===== src/logic/fetch_settings.svh =====
//////////////////////////////
// Fetch front end build settings
// Buffer depth and counter width
//////////////////////////////

`ifndef FETCH_SETTINGS_SVH
`define FETCH_SETTINGS_SVH

// Number of FIFO entries
// Also the limit on outstanding plus buffered words
// Must be a power of two (2, 4 or 8)
`define FETCH_DEPTH 4

// Occupancy and outstanding counters
// One bit more than the pointer so a full count fits
`define FETCH_CNT_W ($clog2(`FETCH_DEPTH) + 1)

`endif

===== src/logic/fetch_pkg.sv =====
//////////////////////////////
// Fetch front end package
// Prefetcher state encoding
//////////////////////////////

`default_nettype none

package fetch_pkg;

  //////////////////////////////
  // Prefetcher states
  //////////////////////////////

  // IDLE presents the branch target or the next sequential word
  // BRANCH_WAIT replays a branch target that was not yet granted
  typedef enum logic [0:0] {
    IDLE        = 1'b0,
    BRANCH_WAIT = 1'b1
  } prefetch_state_e;

endpackage

`default_nettype wire


===== src/logic/fetch_unit.sv =====
//////////////////////////////
// Fetch unit top level
// Buffer and prefetcher between consumer and bus
//////////////////////////////

`default_nettype none
`timescale 1ns/1ps

module fetch_unit
(
  input  wire         clk,
  input  wire         rst_n,

  // Consumer side
  input  wire         branch_i,
  input  wire  [31:0] branch_addr_i,
  input  wire         branch_ptr_i,
  output logic        instr_valid_o,
  output logic [31:0] instr_addr_o,
  output logic [31:0] instr_rdata_o,
  output logic        instr_ptr_o,
  input  wire         instr_ready_i,

  // Instruction bus
  output logic        bus_req_o,
  output logic [31:0] bus_addr_o,
  output logic        bus_ptr_o,
  input  wire         bus_gnt_i,
  input  wire         bus_rvalid_i,
  input  wire  [31:0] bus_rdata_i
);

  // Buffer to prefetcher
  logic        fetch_valid;
  logic        fetch_ready;
  logic        fetch_branch;
  logic [31:0] fetch_branch_addr;
  logic        fetch_branch_ptr;

  //////////////////////////////
  // Buffer
  //////////////////////////////

  fetch_buffer u_buffer (
    .clk                 (clk),
    .rst_n               (rst_n),
    .branch_i            (branch_i),
    .branch_addr_i       (branch_addr_i),
    .branch_ptr_i        (branch_ptr_i),
    .fetch_valid_o       (fetch_valid),
    .fetch_branch_o      (fetch_branch),
    .fetch_branch_addr_o (fetch_branch_addr),
    .fetch_branch_ptr_o  (fetch_branch_ptr),
    .fetch_ready_i       (fetch_ready),
    // Issued address goes to the tag queue as well
    .trans_addr_i        (bus_addr_o),
    .trans_ptr_i         (bus_ptr_o),
    .resp_valid_i        (bus_rvalid_i),
    .resp_rdata_i        (bus_rdata_i),
    .instr_valid_o       (instr_valid_o),
    .instr_addr_o        (instr_addr_o),
    .instr_rdata_o       (instr_rdata_o),
    .instr_ptr_o         (instr_ptr_o),
    .instr_ready_i       (instr_ready_i)
  );

  //////////////////////////////
  // Prefetcher
  //////////////////////////////

  fetch_prefetcher u_prefetcher (
    .clk                 (clk),
    .rst_n               (rst_n),
    .fetch_branch_i      (fetch_branch),
    .fetch_branch_addr_i (fetch_branch_addr),
    .fetch_branch_ptr_i  (fetch_branch_ptr),
    .fetch_valid_i       (fetch_valid),
    .fetch_ready_o       (fetch_ready),
    .trans_valid_o       (bus_req_o),
    .trans_addr_o        (bus_addr_o),
    .trans_ptr_o         (bus_ptr_o),
    .trans_ready_i       (bus_gnt_i)
  );

endmodule

`default_nettype wire


===== src/logic/fetch_buffer.sv =====
//////////////////////////////
// Fetch buffer
// Word FIFO, in-order tag queue, stale response discard
// and the bus request decision
//////////////////////////////

`default_nettype none
`timescale 1ns/1ps

`include "fetch_settings.svh"

module fetch_buffer import fetch_pkg::*;
(
  input  wire         clk,
  input  wire         rst_n,

  // Branch from the consumer
  input  wire         branch_i,
  input  wire  [31:0] branch_addr_i,
  input  wire         branch_ptr_i,

  // To and from the prefetcher
  output logic        fetch_valid_o,
  output logic        fetch_branch_o,
  output logic [31:0] fetch_branch_addr_o,
  output logic        fetch_branch_ptr_o,
  input  wire         fetch_ready_i,
  input  wire  [31:0] trans_addr_i,
  input  wire         trans_ptr_i,

  // Bus responses, in order
  input  wire         resp_valid_i,
  input  wire  [31:0] resp_rdata_i,

  // Words to the consumer
  output logic        instr_valid_o,
  output logic [31:0] instr_addr_o,
  output logic [31:0] instr_rdata_o,
  output logic        instr_ptr_o,
  input  wire         instr_ready_i
);

  localparam int unsigned DEPTH = `FETCH_DEPTH;
  localparam int unsigned CNT_W = `FETCH_CNT_W;
  localparam int unsigned PTR_W = $clog2(DEPTH);

  // Word FIFO storage
  logic [31:0]      fifo_addr [DEPTH];
  logic [31:0]      fifo_data [DEPTH];
  logic             fifo_ptr  [DEPTH];
  logic [PTR_W-1:0] fifo_wr_q;
  logic [PTR_W-1:0] fifo_rd_q;
  logic [CNT_W-1:0] fifo_cnt_q;

  // Tag queue, one entry per outstanding request
  logic [31:0]      tag_addr [DEPTH];
  logic             tag_ptr  [DEPTH];
  logic [PTR_W-1:0] tag_wr_q;
  logic [PTR_W-1:0] tag_rd_q;

  logic [CNT_W-1:0] outst_q;
  logic [CNT_W-1:0] discard_q;
  logic [CNT_W:0]   level;
  logic             started_q;
  logic             push;
  logic             pop;

  // Branch bookkeeping, checked against the granted address
  prefetch_state_e  pend_q;
  logic [31:0]      pend_addr_q;

  assign fetch_branch_o      = branch_i;
  assign fetch_branch_addr_o = branch_addr_i;
  assign fetch_branch_ptr_o  = branch_ptr_i;

  //////////////////////////////
  // Request decision
  //////////////////////////////

  // Every outstanding request owns a free FIFO slot
  assign level         = outst_q + fifo_cnt_q;
  assign fetch_valid_o = started_q && !branch_i && (level < (CNT_W+1)'(DEPTH));

  // Stale responses and those in a branch cycle are dropped
  assign push = resp_valid_i && (discard_q == '0) && !branch_i;
  assign pop  = instr_valid_o && instr_ready_i;

  assign instr_valid_o = (fifo_cnt_q != '0);
  assign instr_addr_o  = fifo_addr[fifo_rd_q];
  assign instr_rdata_o = fifo_data[fifo_rd_q];
  assign instr_ptr_o   = fifo_ptr[fifo_rd_q];

  //////////////////////////////
  // Control state
  //////////////////////////////

  always_ff @(posedge clk or negedge rst_n)
  begin
    if (!rst_n)
    begin
      started_q  <= 1'b0;
      fifo_wr_q  <= '0;
      fifo_rd_q  <= '0;
      fifo_cnt_q <= '0;
      tag_wr_q   <= '0;
      tag_rd_q   <= '0;
      outst_q    <= '0;
      discard_q  <= '0;
      pend_q     <= IDLE;
    end
    else
    begin
      if (branch_i)
      begin
        started_q <= 1'b1;
      end

      // Tags pop for every response, kept or not
      if (fetch_ready_i)
      begin
        tag_wr_q <= tag_wr_q + 1'b1;
      end
      if (resp_valid_i)
      begin
        tag_rd_q <= tag_rd_q + 1'b1;
      end
      outst_q <= outst_q + CNT_W'(fetch_ready_i) - CNT_W'(resp_valid_i);

      if (branch_i)
      begin
        // Flush, everything still in flight is stale
        fifo_rd_q  <= fifo_wr_q;
        fifo_cnt_q <= '0;
        discard_q  <= outst_q - CNT_W'(resp_valid_i);
      end
      else
      begin
        if (push)
        begin
          fifo_wr_q <= fifo_wr_q + 1'b1;
        end
        if (pop)
        begin
          fifo_rd_q <= fifo_rd_q + 1'b1;
        end
        fifo_cnt_q <= fifo_cnt_q + CNT_W'(push) - CNT_W'(pop);
        if (resp_valid_i && (discard_q != '0))
        begin
          discard_q <= discard_q - 1'b1;
        end
      end

      // Target pending until its first grant
      if (branch_i)
      begin
        pend_q <= BRANCH_WAIT;
      end
      else if (fetch_ready_i)
      begin
        pend_q <= IDLE;
      end
    end
  end

  //////////////////////////////
  // Storage
  //////////////////////////////

  always_ff @(posedge clk)
  begin
    if (fetch_ready_i)
    begin
      tag_addr[tag_wr_q] <= trans_addr_i;
      tag_ptr[tag_wr_q]  <= trans_ptr_i;
    end
    if (push)
    begin
      // Response carries the address it was issued with
      fifo_addr[fifo_wr_q] <= tag_addr[tag_rd_q];
      fifo_data[fifo_wr_q] <= resp_rdata_i;
      fifo_ptr[fifo_wr_q]  <= tag_ptr[tag_rd_q];
    end
    if (branch_i)
    begin
      pend_addr_q <= branch_addr_i;
    end
  end

  // Room check must hold across grant and response timing
  a_no_overflow: assert property (@(posedge clk) disable iff (!rst_n)
    level <= (CNT_W+1)'(DEPTH));

  // Bus returns exactly one response per grant
  a_resp_expected: assert property (@(posedge clk) disable iff (!rst_n)
    resp_valid_i |-> (outst_q != '0));

  // First grant after a branch goes to the latest target
  a_target_first: assert property (@(posedge clk) disable iff (!rst_n)
    (pend_q == BRANCH_WAIT) && fetch_ready_i |-> (trans_addr_i == pend_addr_q));

endmodule

`default_nettype wire


===== src/logic/fetch_prefetcher.sv =====
//////////////////////////////
// Fetch prefetcher
// Next transaction address FSM with branch replay
//////////////////////////////

`default_nettype none
`timescale 1ns/1ps

module fetch_prefetcher import fetch_pkg::*;
(
  input  wire         clk,
  input  wire         rst_n,

  // Control flow from the buffer
  input  wire         fetch_branch_i,
  input  wire  [31:0] fetch_branch_addr_i,
  input  wire         fetch_branch_ptr_i,
  input  wire         fetch_valid_i,
  output logic        fetch_ready_o,

  // Transaction request towards the bus
  output logic        trans_valid_o,
  output logic [31:0] trans_addr_o,
  output logic        trans_ptr_o,
  input  wire         trans_ready_i
);

  prefetch_state_e state_q;
  prefetch_state_e state_d;

  // Last issued or branched address and its pointer flag
  logic [31:0] addr_q;
  logic        ptr_q;
  logic [31:0] addr_incr;

  // Addresses are always word aligned
  assign addr_incr = addr_q + 32'd4;

  // Buffer alone decides when a request may go out
  assign trans_valid_o = fetch_valid_i;

  // Accepted request
  assign fetch_ready_o = trans_valid_o && trans_ready_i;

  //////////////////////////////
  // Address selection
  //////////////////////////////

  always_comb
  begin
    state_d      = state_q;
    trans_addr_o = addr_q;
    trans_ptr_o  = ptr_q;

    case (state_q)
      IDLE:
      begin
        if (fetch_branch_i)
        begin
          // Target shows up in the branch cycle itself
          trans_addr_o = fetch_branch_addr_i;
          trans_ptr_o  = fetch_branch_ptr_i;
          if (!fetch_ready_o)
          begin
            state_d = BRANCH_WAIT;
          end
        end
        else
        begin
          // Sequential words are never pointer accesses
          trans_addr_o = addr_incr;
          trans_ptr_o  = 1'b0;
        end
      end

      BRANCH_WAIT:
      begin
        // Replay held target, a newer branch overrides it
        if (fetch_branch_i)
        begin
          trans_addr_o = fetch_branch_addr_i;
          trans_ptr_o  = fetch_branch_ptr_i;
        end
        if (fetch_ready_o)
        begin
          state_d = IDLE;
        end
      end
    endcase
  end

  //////////////////////////////
  // State and held address
  //////////////////////////////

  always_ff @(posedge clk or negedge rst_n)
  begin
    if (!rst_n)
    begin
      state_q <= IDLE;
      addr_q  <= '0;
      ptr_q   <= 1'b0;
    end
    else
    begin
      state_q <= state_d;
      // Capture on branch or on grant
      if (fetch_branch_i || fetch_ready_o)
      begin
        addr_q <= trans_addr_o;
        ptr_q  <= trans_ptr_o;
      end
    end
  end

  // Sequential stepping by four relies on aligned targets
  a_branch_aligned: assert property (@(posedge clk) disable iff (!rst_n)
    fetch_branch_i |-> (fetch_branch_addr_i[1:0] == 2'b00));

endmodule

`default_nettype wire


===== config.mk =====
export PLATFORM = sky130hd
export DESIGN_NAME = fetch_unit
export DESIGN_NICKNAME = d
export VERILOG_FILES = /design/src/logic/fetch_pkg.sv /design/src/logic/fetch_unit.sv /design/src/logic/fetch_buffer.sv /design/src/logic/fetch_prefetcher.sv
export VERILOG_INCLUDE_DIRS = /design/src /design/src/logic
export SDC_FILE = /design/constraint.sdc
export NUM_CORES = 1
export LEC_CHECK = 0
export BUFFER_PORTS_ARGS = -buffer_cell sky130_fd_sc_hd__buf_4
export CAP_MARGIN = 5
export CORE_ASPECT_RATIO = 2
export CORE_MARGIN = 2
export CORE_UTILIZATION = 64
export CTS_CLUSTER_DIAMETER = 80
export DETAILED_ROUTE_END_ITERATION = 16
export GPL_TIMING_DRIVEN = 0
export PLACE_DENSITY_LB_ADDON = 0.08
export SLEW_MARGIN = 30
export SYNTH_ARGS = -nofsm -noshare
export SYNTH_HDL_FRONTEND = slang
export SYNTH_SLANG_ARGS = --single-unit

===== constraint.sdc =====
create_clock -name clk -period 5.1 [get_ports clk]
set_input_delay 0.51 -clock clk [delete_from_list [all_inputs] [get_ports clk]]
set_output_delay 0.51 -clock clk [all_outputs]
set_load 0.005 [all_outputs]

## Word-level counts from Yosys, hierarchy flattened

Memories as Yosys holds them, arrays and structs flattened.
Index checks and enable logic that the tools add are counted.

| cells by class | value |
|---|---|
| $add $sub $neg | 12 |
| order comparisons | 1 |
| muxes and demuxes | 18 |
| bitwise gates (word level) | 2 |
| reductions and logical operators | 15 |

Operators with widths:

| kind | number |
|---|---|
| $mux W32 | 2 |
| $pmux W32 S2 | 1 |
| $add A32 B3 Y32 const B | 1 |
| $mux W3 | 3 |
| $sub A3 B1 Y3 | 3 |
| $add A2 B1 Y2 const B | 4 |
| $mux W1 | 8 |
| $logic_and A1 B1 Y1 | 7 |
| $add A3 B1 Y3 | 2 |
| $reduce_bool A3 Y1 | 2 |
| $add A3 B3 Y4 | 1 |
| $lt A4 B3 Y1 const B | 1 |
| $mux W2 | 2 |
| $pmux W1 S2 | 2 |
| $reduce_bool A2 Y1 | 2 |
| $logic_not A3 Y1 | 1 |
| $sub A3 B1 Y3 const B | 1 |
| $not A1 Y1 | 2 |
| $reduce_and A2 Y1 | 1 |
| $logic_not A1 Y1 | 1 |
| $logic_or A1 B1 Y1 | 1 |

| storage, ports and cells | value |
|---|---|
| register bits after elaboration | 52 |
| bits in writable memories | 392 |
| output and inout port bits | 100 |
| word-level logic and storage cells | 64 |
| memories | 5 |

Memories:

| name | words | bits a word | rd ports | clocked after memory_dff | write ports | line | RTL |
|---|---|---|---|---|---|---|---|
| u_buffer.fifo_addr | 4 | 32 | 1 | 0 | 1 | fetch_buffer.sv:48 | `logic [31:0] fifo_addr [DEPTH];` |
| u_buffer.fifo_data | 4 | 32 | 1 | 0 | 1 | fetch_buffer.sv:49 | `logic [31:0] fifo_data [DEPTH];` |
| u_buffer.tag_addr | 4 | 32 | 1 | 0 | 1 | fetch_buffer.sv:56 | `logic [31:0] tag_addr [DEPTH];` |
| u_buffer.fifo_ptr | 4 | 1 | 1 | 0 | 1 | fetch_buffer.sv:50 | `logic fifo_ptr [DEPTH];` |
| u_buffer.tag_ptr | 4 | 1 | 1 | 0 | 1 | fetch_buffer.sv:57 | `logic tag_ptr [DEPTH];` |

## Longest topological paths before layout

| logic depth | value |
|---|---|
| depth in word-level cells | 7 |
| gate-level depth with buffers | 11 |
| mapped depth without buffers | 10 |

## Hierarchy

A second synthesis with hierarchy kept.

| unflattened totals | value |
|---|---|
| cell total of the unflattened synthesis | 931 |
| area, all modules | 18302.6 um^2 |

By module, submodules not included:

| module | instances | cells an instance | area an instance (um^2) | sequential area each (um^2) |
|---|---|---|---|---|
| fetch_buffer | 1 | 653 | 15541.2 | 12221.7 |
| fetch_prefetcher | 1 | 278 | 2761.4 | 850.8 |

## Worst setup path before layout

No wires, ideal clock.

| timing path | value |
|---|---|
| path type | input-to-reg |
| start point | in branch_i |
| end point | mem u_buffer.fifo_addr[0][0] (enable) |
| library setup time | 0.430 ns |
| data arrival time | 3.233 ns |
| required time | 4.670 ns |
| slack | 1.437 ns |
| cell stages on the path | 5 |
| buffers on the path | 3 |
| path through | clkbuf_1 clkbuf_1 buf_1 nor3b_1 and2_1 |

| on the way | value |
|---|---|
| cells in the longest elaborated chain, start to end | 4 |

Ends and longest elaborated chain:

| what | line | RTL |
|---|---|---|
| from (decl) | fetch_unit.sv:15 | `input wire branch_i,` |
| $logic_not A1 Y1 | fetch_buffer.sv:85 | `assign push = resp_valid_i && (discard_q == '0) && !branch_i;` |
| $logic_and A1 B1 Y1 | fetch_buffer.sv:85 |  |
| $mux W1 | fetch_buffer.sv:176 | `if (push)` |
| $mux W1 (not written as such) | fetch_buffer.sv:179 | `fifo_addr[fifo_wr_q] <= tag_addr[tag_rd_q];` |
| to (decl) | fetch_buffer.sv:48 |  |

No other way between the ends.

## Final worst setup path

| timing path | value |
|---|---|
| start point | reg u_prefetcher.state_q |
| end point | out bus_addr_o[30] |

| on the way | value |
|---|---|
| cells in the longest elaborated chain, start to end | 2 |

Ends and longest elaborated chain:

| what | line | RTL |
|---|---|---|
| from (decl) | fetch_prefetcher.sv:28 | `prefetch_state_e state_q;` |
| from (signal assigned) | fetch_prefetcher.sv:106 | `state_q <= state_d;` |
| $not A1 Y1 | fetch_prefetcher.sv:55 | `case (state_q)` |
| $pmux W32 S2 (*) | fetch_prefetcher.sv:55 |  |
| to (decl) | fetch_unit.sv:26 | `output logic [31:0] bus_addr_o,` |

Every way passes the cells marked *; elsewhere a longest branch is shown, timed or not.

==> metrics.txt <==
CTS Buffer Depth 3; drt total wl 42400 um; vias in the first global route 10500; port bufs 170; Slew HR 37.2%; RSZ-0062 raised after global routing false; worst path arrival time slightly below 4 ns; Setup Total Neg Slack 0 ns; # DRC 0; via count 9997; Primary FF master, synth edfxtp_1; Gate power share 27.8%; final setup skew 0.0114 ns; outcome completed; number of buffers created by CTS 36; CTS Hold Bufs 0; Hold Crit Class in -> async; post-synthesis sequential area ratio between 70 and 80%; root buffer cell clkbuf_16; H-tree Lvls 2; fmax 228 MHz; switching share of power approximately 28%; Post-synth EDFFs 392; global-route wire length before repair 63500 um; Final Critical Period 4.39 ns; Starting DRT DRC Count around 700; starting density of the core 65.2%; mapped cell area 18000 um2; number of diodes 0; Routability Congestion between 0.9 and 1; clock share of power 27.4%; VDD IR-drop max 293 uV; Post-Syn Nets 1054; Clock transition at path regs 0.08 ns; most frequent cells in the layout 392 x edfxtp_1, 170 x buf_4, 98 x mux4_2; Worst-Skew Late Latency 0.52 ns; Max Slew Vio Count 0; share of cells above drive strength 1 30.6%; commonest non-fill, non-tap cell in the layout edfxtp_1; P&R area growth vs syn 17.3%; actual slew at the worst max-slew pin between 0.9 and 1 ns; worst path required time approximately 4.6 ns; Post-CTS Setup Inserts 0; Final setup viols 0; sw power 2870 uW; placed wire-length estimate 27700 um; antenna-violating nets left 0; post-place setup slack around 1.2 ns; total grt overflow 0; Async S/R FF share, synth 11.7%; core area 27500 um2; CTS tree built; largest net degree at the start of global routing 53; 1st-pass router iterations 5; IO Count about 170; GRT Util Overall roughly 30%; clk sinks between 400 and 500; die span in x 122 um; Placed Instances 1493; chip height 241 um; Tot Pwr 10300 uW; cts repair resizes 0; WS Path Type reg -> out; Nets around 1300; die area about 29000 um2; post-synth cell types 56; Hold Fails Final Rpt 0; hold_ws 0.0273 ns; Leakage between 0.007 and 0.008 uW; Setup crit start kind register; antenna violations before repair 0; Reg2Reg Depth 11; crit end category output port; setup ws final 0.708 ns; Flop pwr share 44.8%; WL per Instance 27.2 um; Synth Warn # 0; Syn Area/Cell 18.7 um2; FP Rows 86; max cap viols 0; internal power 7440 uW; fin crit share 86.1%; Final Instance Count excl. Fillers 1556; Max Fanout on Critical Path 10; register bit total from synthesis 444; vias per inst 6.42; PwrDens 490 nW/um2; cell count after synthesis 962
[routing by layer]
layer | track usage (%) | routed length [um] | up-vias
met5 | 0 | 0 | -
met4 | 14.1 | 1930 | 0
met3 | 3.26 | 2100 | 112
met2 | 55.7 | 24100 | 428
met1 | 33.2 | 14300 | 5133
li1 | - | - | 4324
[layout make-up]
cell class | count | area (um2)
flip-flops and latches | 444 | 13100
fillers | 1577 | 6490
multi-input cells | 443 | 4610
repair buffers | 179 | 1460
clock buffers | 47 | 993
well taps | 352 | 440
plain buffers | 53 | 211
clock inverters | 16 | 191
inverters | 22 | 82.6
[through the flow]
stage | utilization [%] | cell area (um2)
2_1_floorplan | - | 18000
3_3_place_gp | 71.4 | 19700
3_5_place_dp | 72.1 | 19900
4_1_cts | 76.4 | 21000
5_1_grt | 76.4 | 21100
6_report | 76.4 | 21100
[state kept, by name (all words and copies together), names as in the netlist]
| name | flops |
|---|---|
| u_buffer.tag_rd_q | 2 |
| u_buffer.fifo_rd_q | 2 |
| u_prefetcher.ptr_q | 1 |
| u_buffer.outst_q | 3 |
| u_buffer.tag_wr_q | 2 |
| u_buffer.fifo_addr | 128 |
| u_prefetcher.state_q | 1 |
| u_buffer.discard_q | 3 |
| u_buffer.tag_addr | 128 |
| u_buffer.tag_ptr | 4 |
| u_buffer.fifo_wr_q | 2 |
| u_buffer.fifo_cnt_q | 3 |
| u_buffer.fifo_ptr | 4 |
| u_buffer.started_q | 1 |
| u_buffer.fifo_data | 128 |
| u_prefetcher.addr_q | 32 |
[synthesized netlist by cell type (7+ instances only)]
master      n  area share (%)
dfrtp_1    52             7.2
a21oi_1    17            0.47
a211oi_1    8            0.33
a311oi_1    9            0.44
xor2_1      9            0.44
buf_2       7            0.20
nor2_1     28            0.59
and2_1     13            0.45
a31oi_1     7            0.24
inv_1      21            0.44
nand2_1    31            0.65
clkbuf_1   37            0.77
nand4_1    14            0.49
buf_1       9            0.19
and4_1     12            0.59
edfxtp_1  392              66
o21ai_0    23            0.64
ha_1       19             1.3
mux2_2     12            0.75
mux4_2     98              12
nor4_1     16            0.56
nor3_1     17            0.47
xnor2_1    17            0.83
nor2b_1    10            0.35
nand3_1    11            0.31
[power groups by stage]
stage | Sequential (uW) | Clock (uW) | Combinational [uW]
global route | 4640 | 2960 | 3120
global placement | 4680 | 0 | 2740
detailed placement | 4680 | 0 | 2860
floorplan | 4630 | 0 | 1740
CTS | 4610 | 2850 | 2910
finish | 4620 | 2820 | 2870
[worst max-delay path: stages, from the launching register on]
cell      delay [ns]
dfrtp_1         0.36
buf_2           0.20
nand4b_1        0.66
nor2_1          0.83
a21boi_0        0.25
a211oi_1        0.82
buf_4           0.24
[path summary, 6_finish.rpt]
path	to	slack, ns	start
max reg2reg	u_buffer.outst_q[2]	1.26	u_buffer.outst_q[2]
min	u_prefetcher.addr_q[23]	0.03	rst_n
max in group asynchronous	u_prefetcher.addr_q[6]	4.50	rst_n
min in group clk	u_buffer.fifo_data[0][18]	0.19	bus_rdata_i[18]
min reg2reg	u_buffer.started_q	0.47	u_buffer.started_q
max	bus_addr_o[30]	0.71	u_prefetcher.state_q
[cell families (layout without fill, tap and decap cells)]
group / after synthesis / in the layout / synth area share (%)
flops: 444 / 444 / 72.8
simple gates: 189 / 189 / 6.02
mux: 115 / 115 / 13.3
compound gates: 92 / 92 / 3.40
buf+inv: 75 / 317 / 1.62
xor+xnor: 26 / 26 / 1.27
fa+ha+maj: 21 / 21 / 1.55
(Power assumes the default switching activity.)
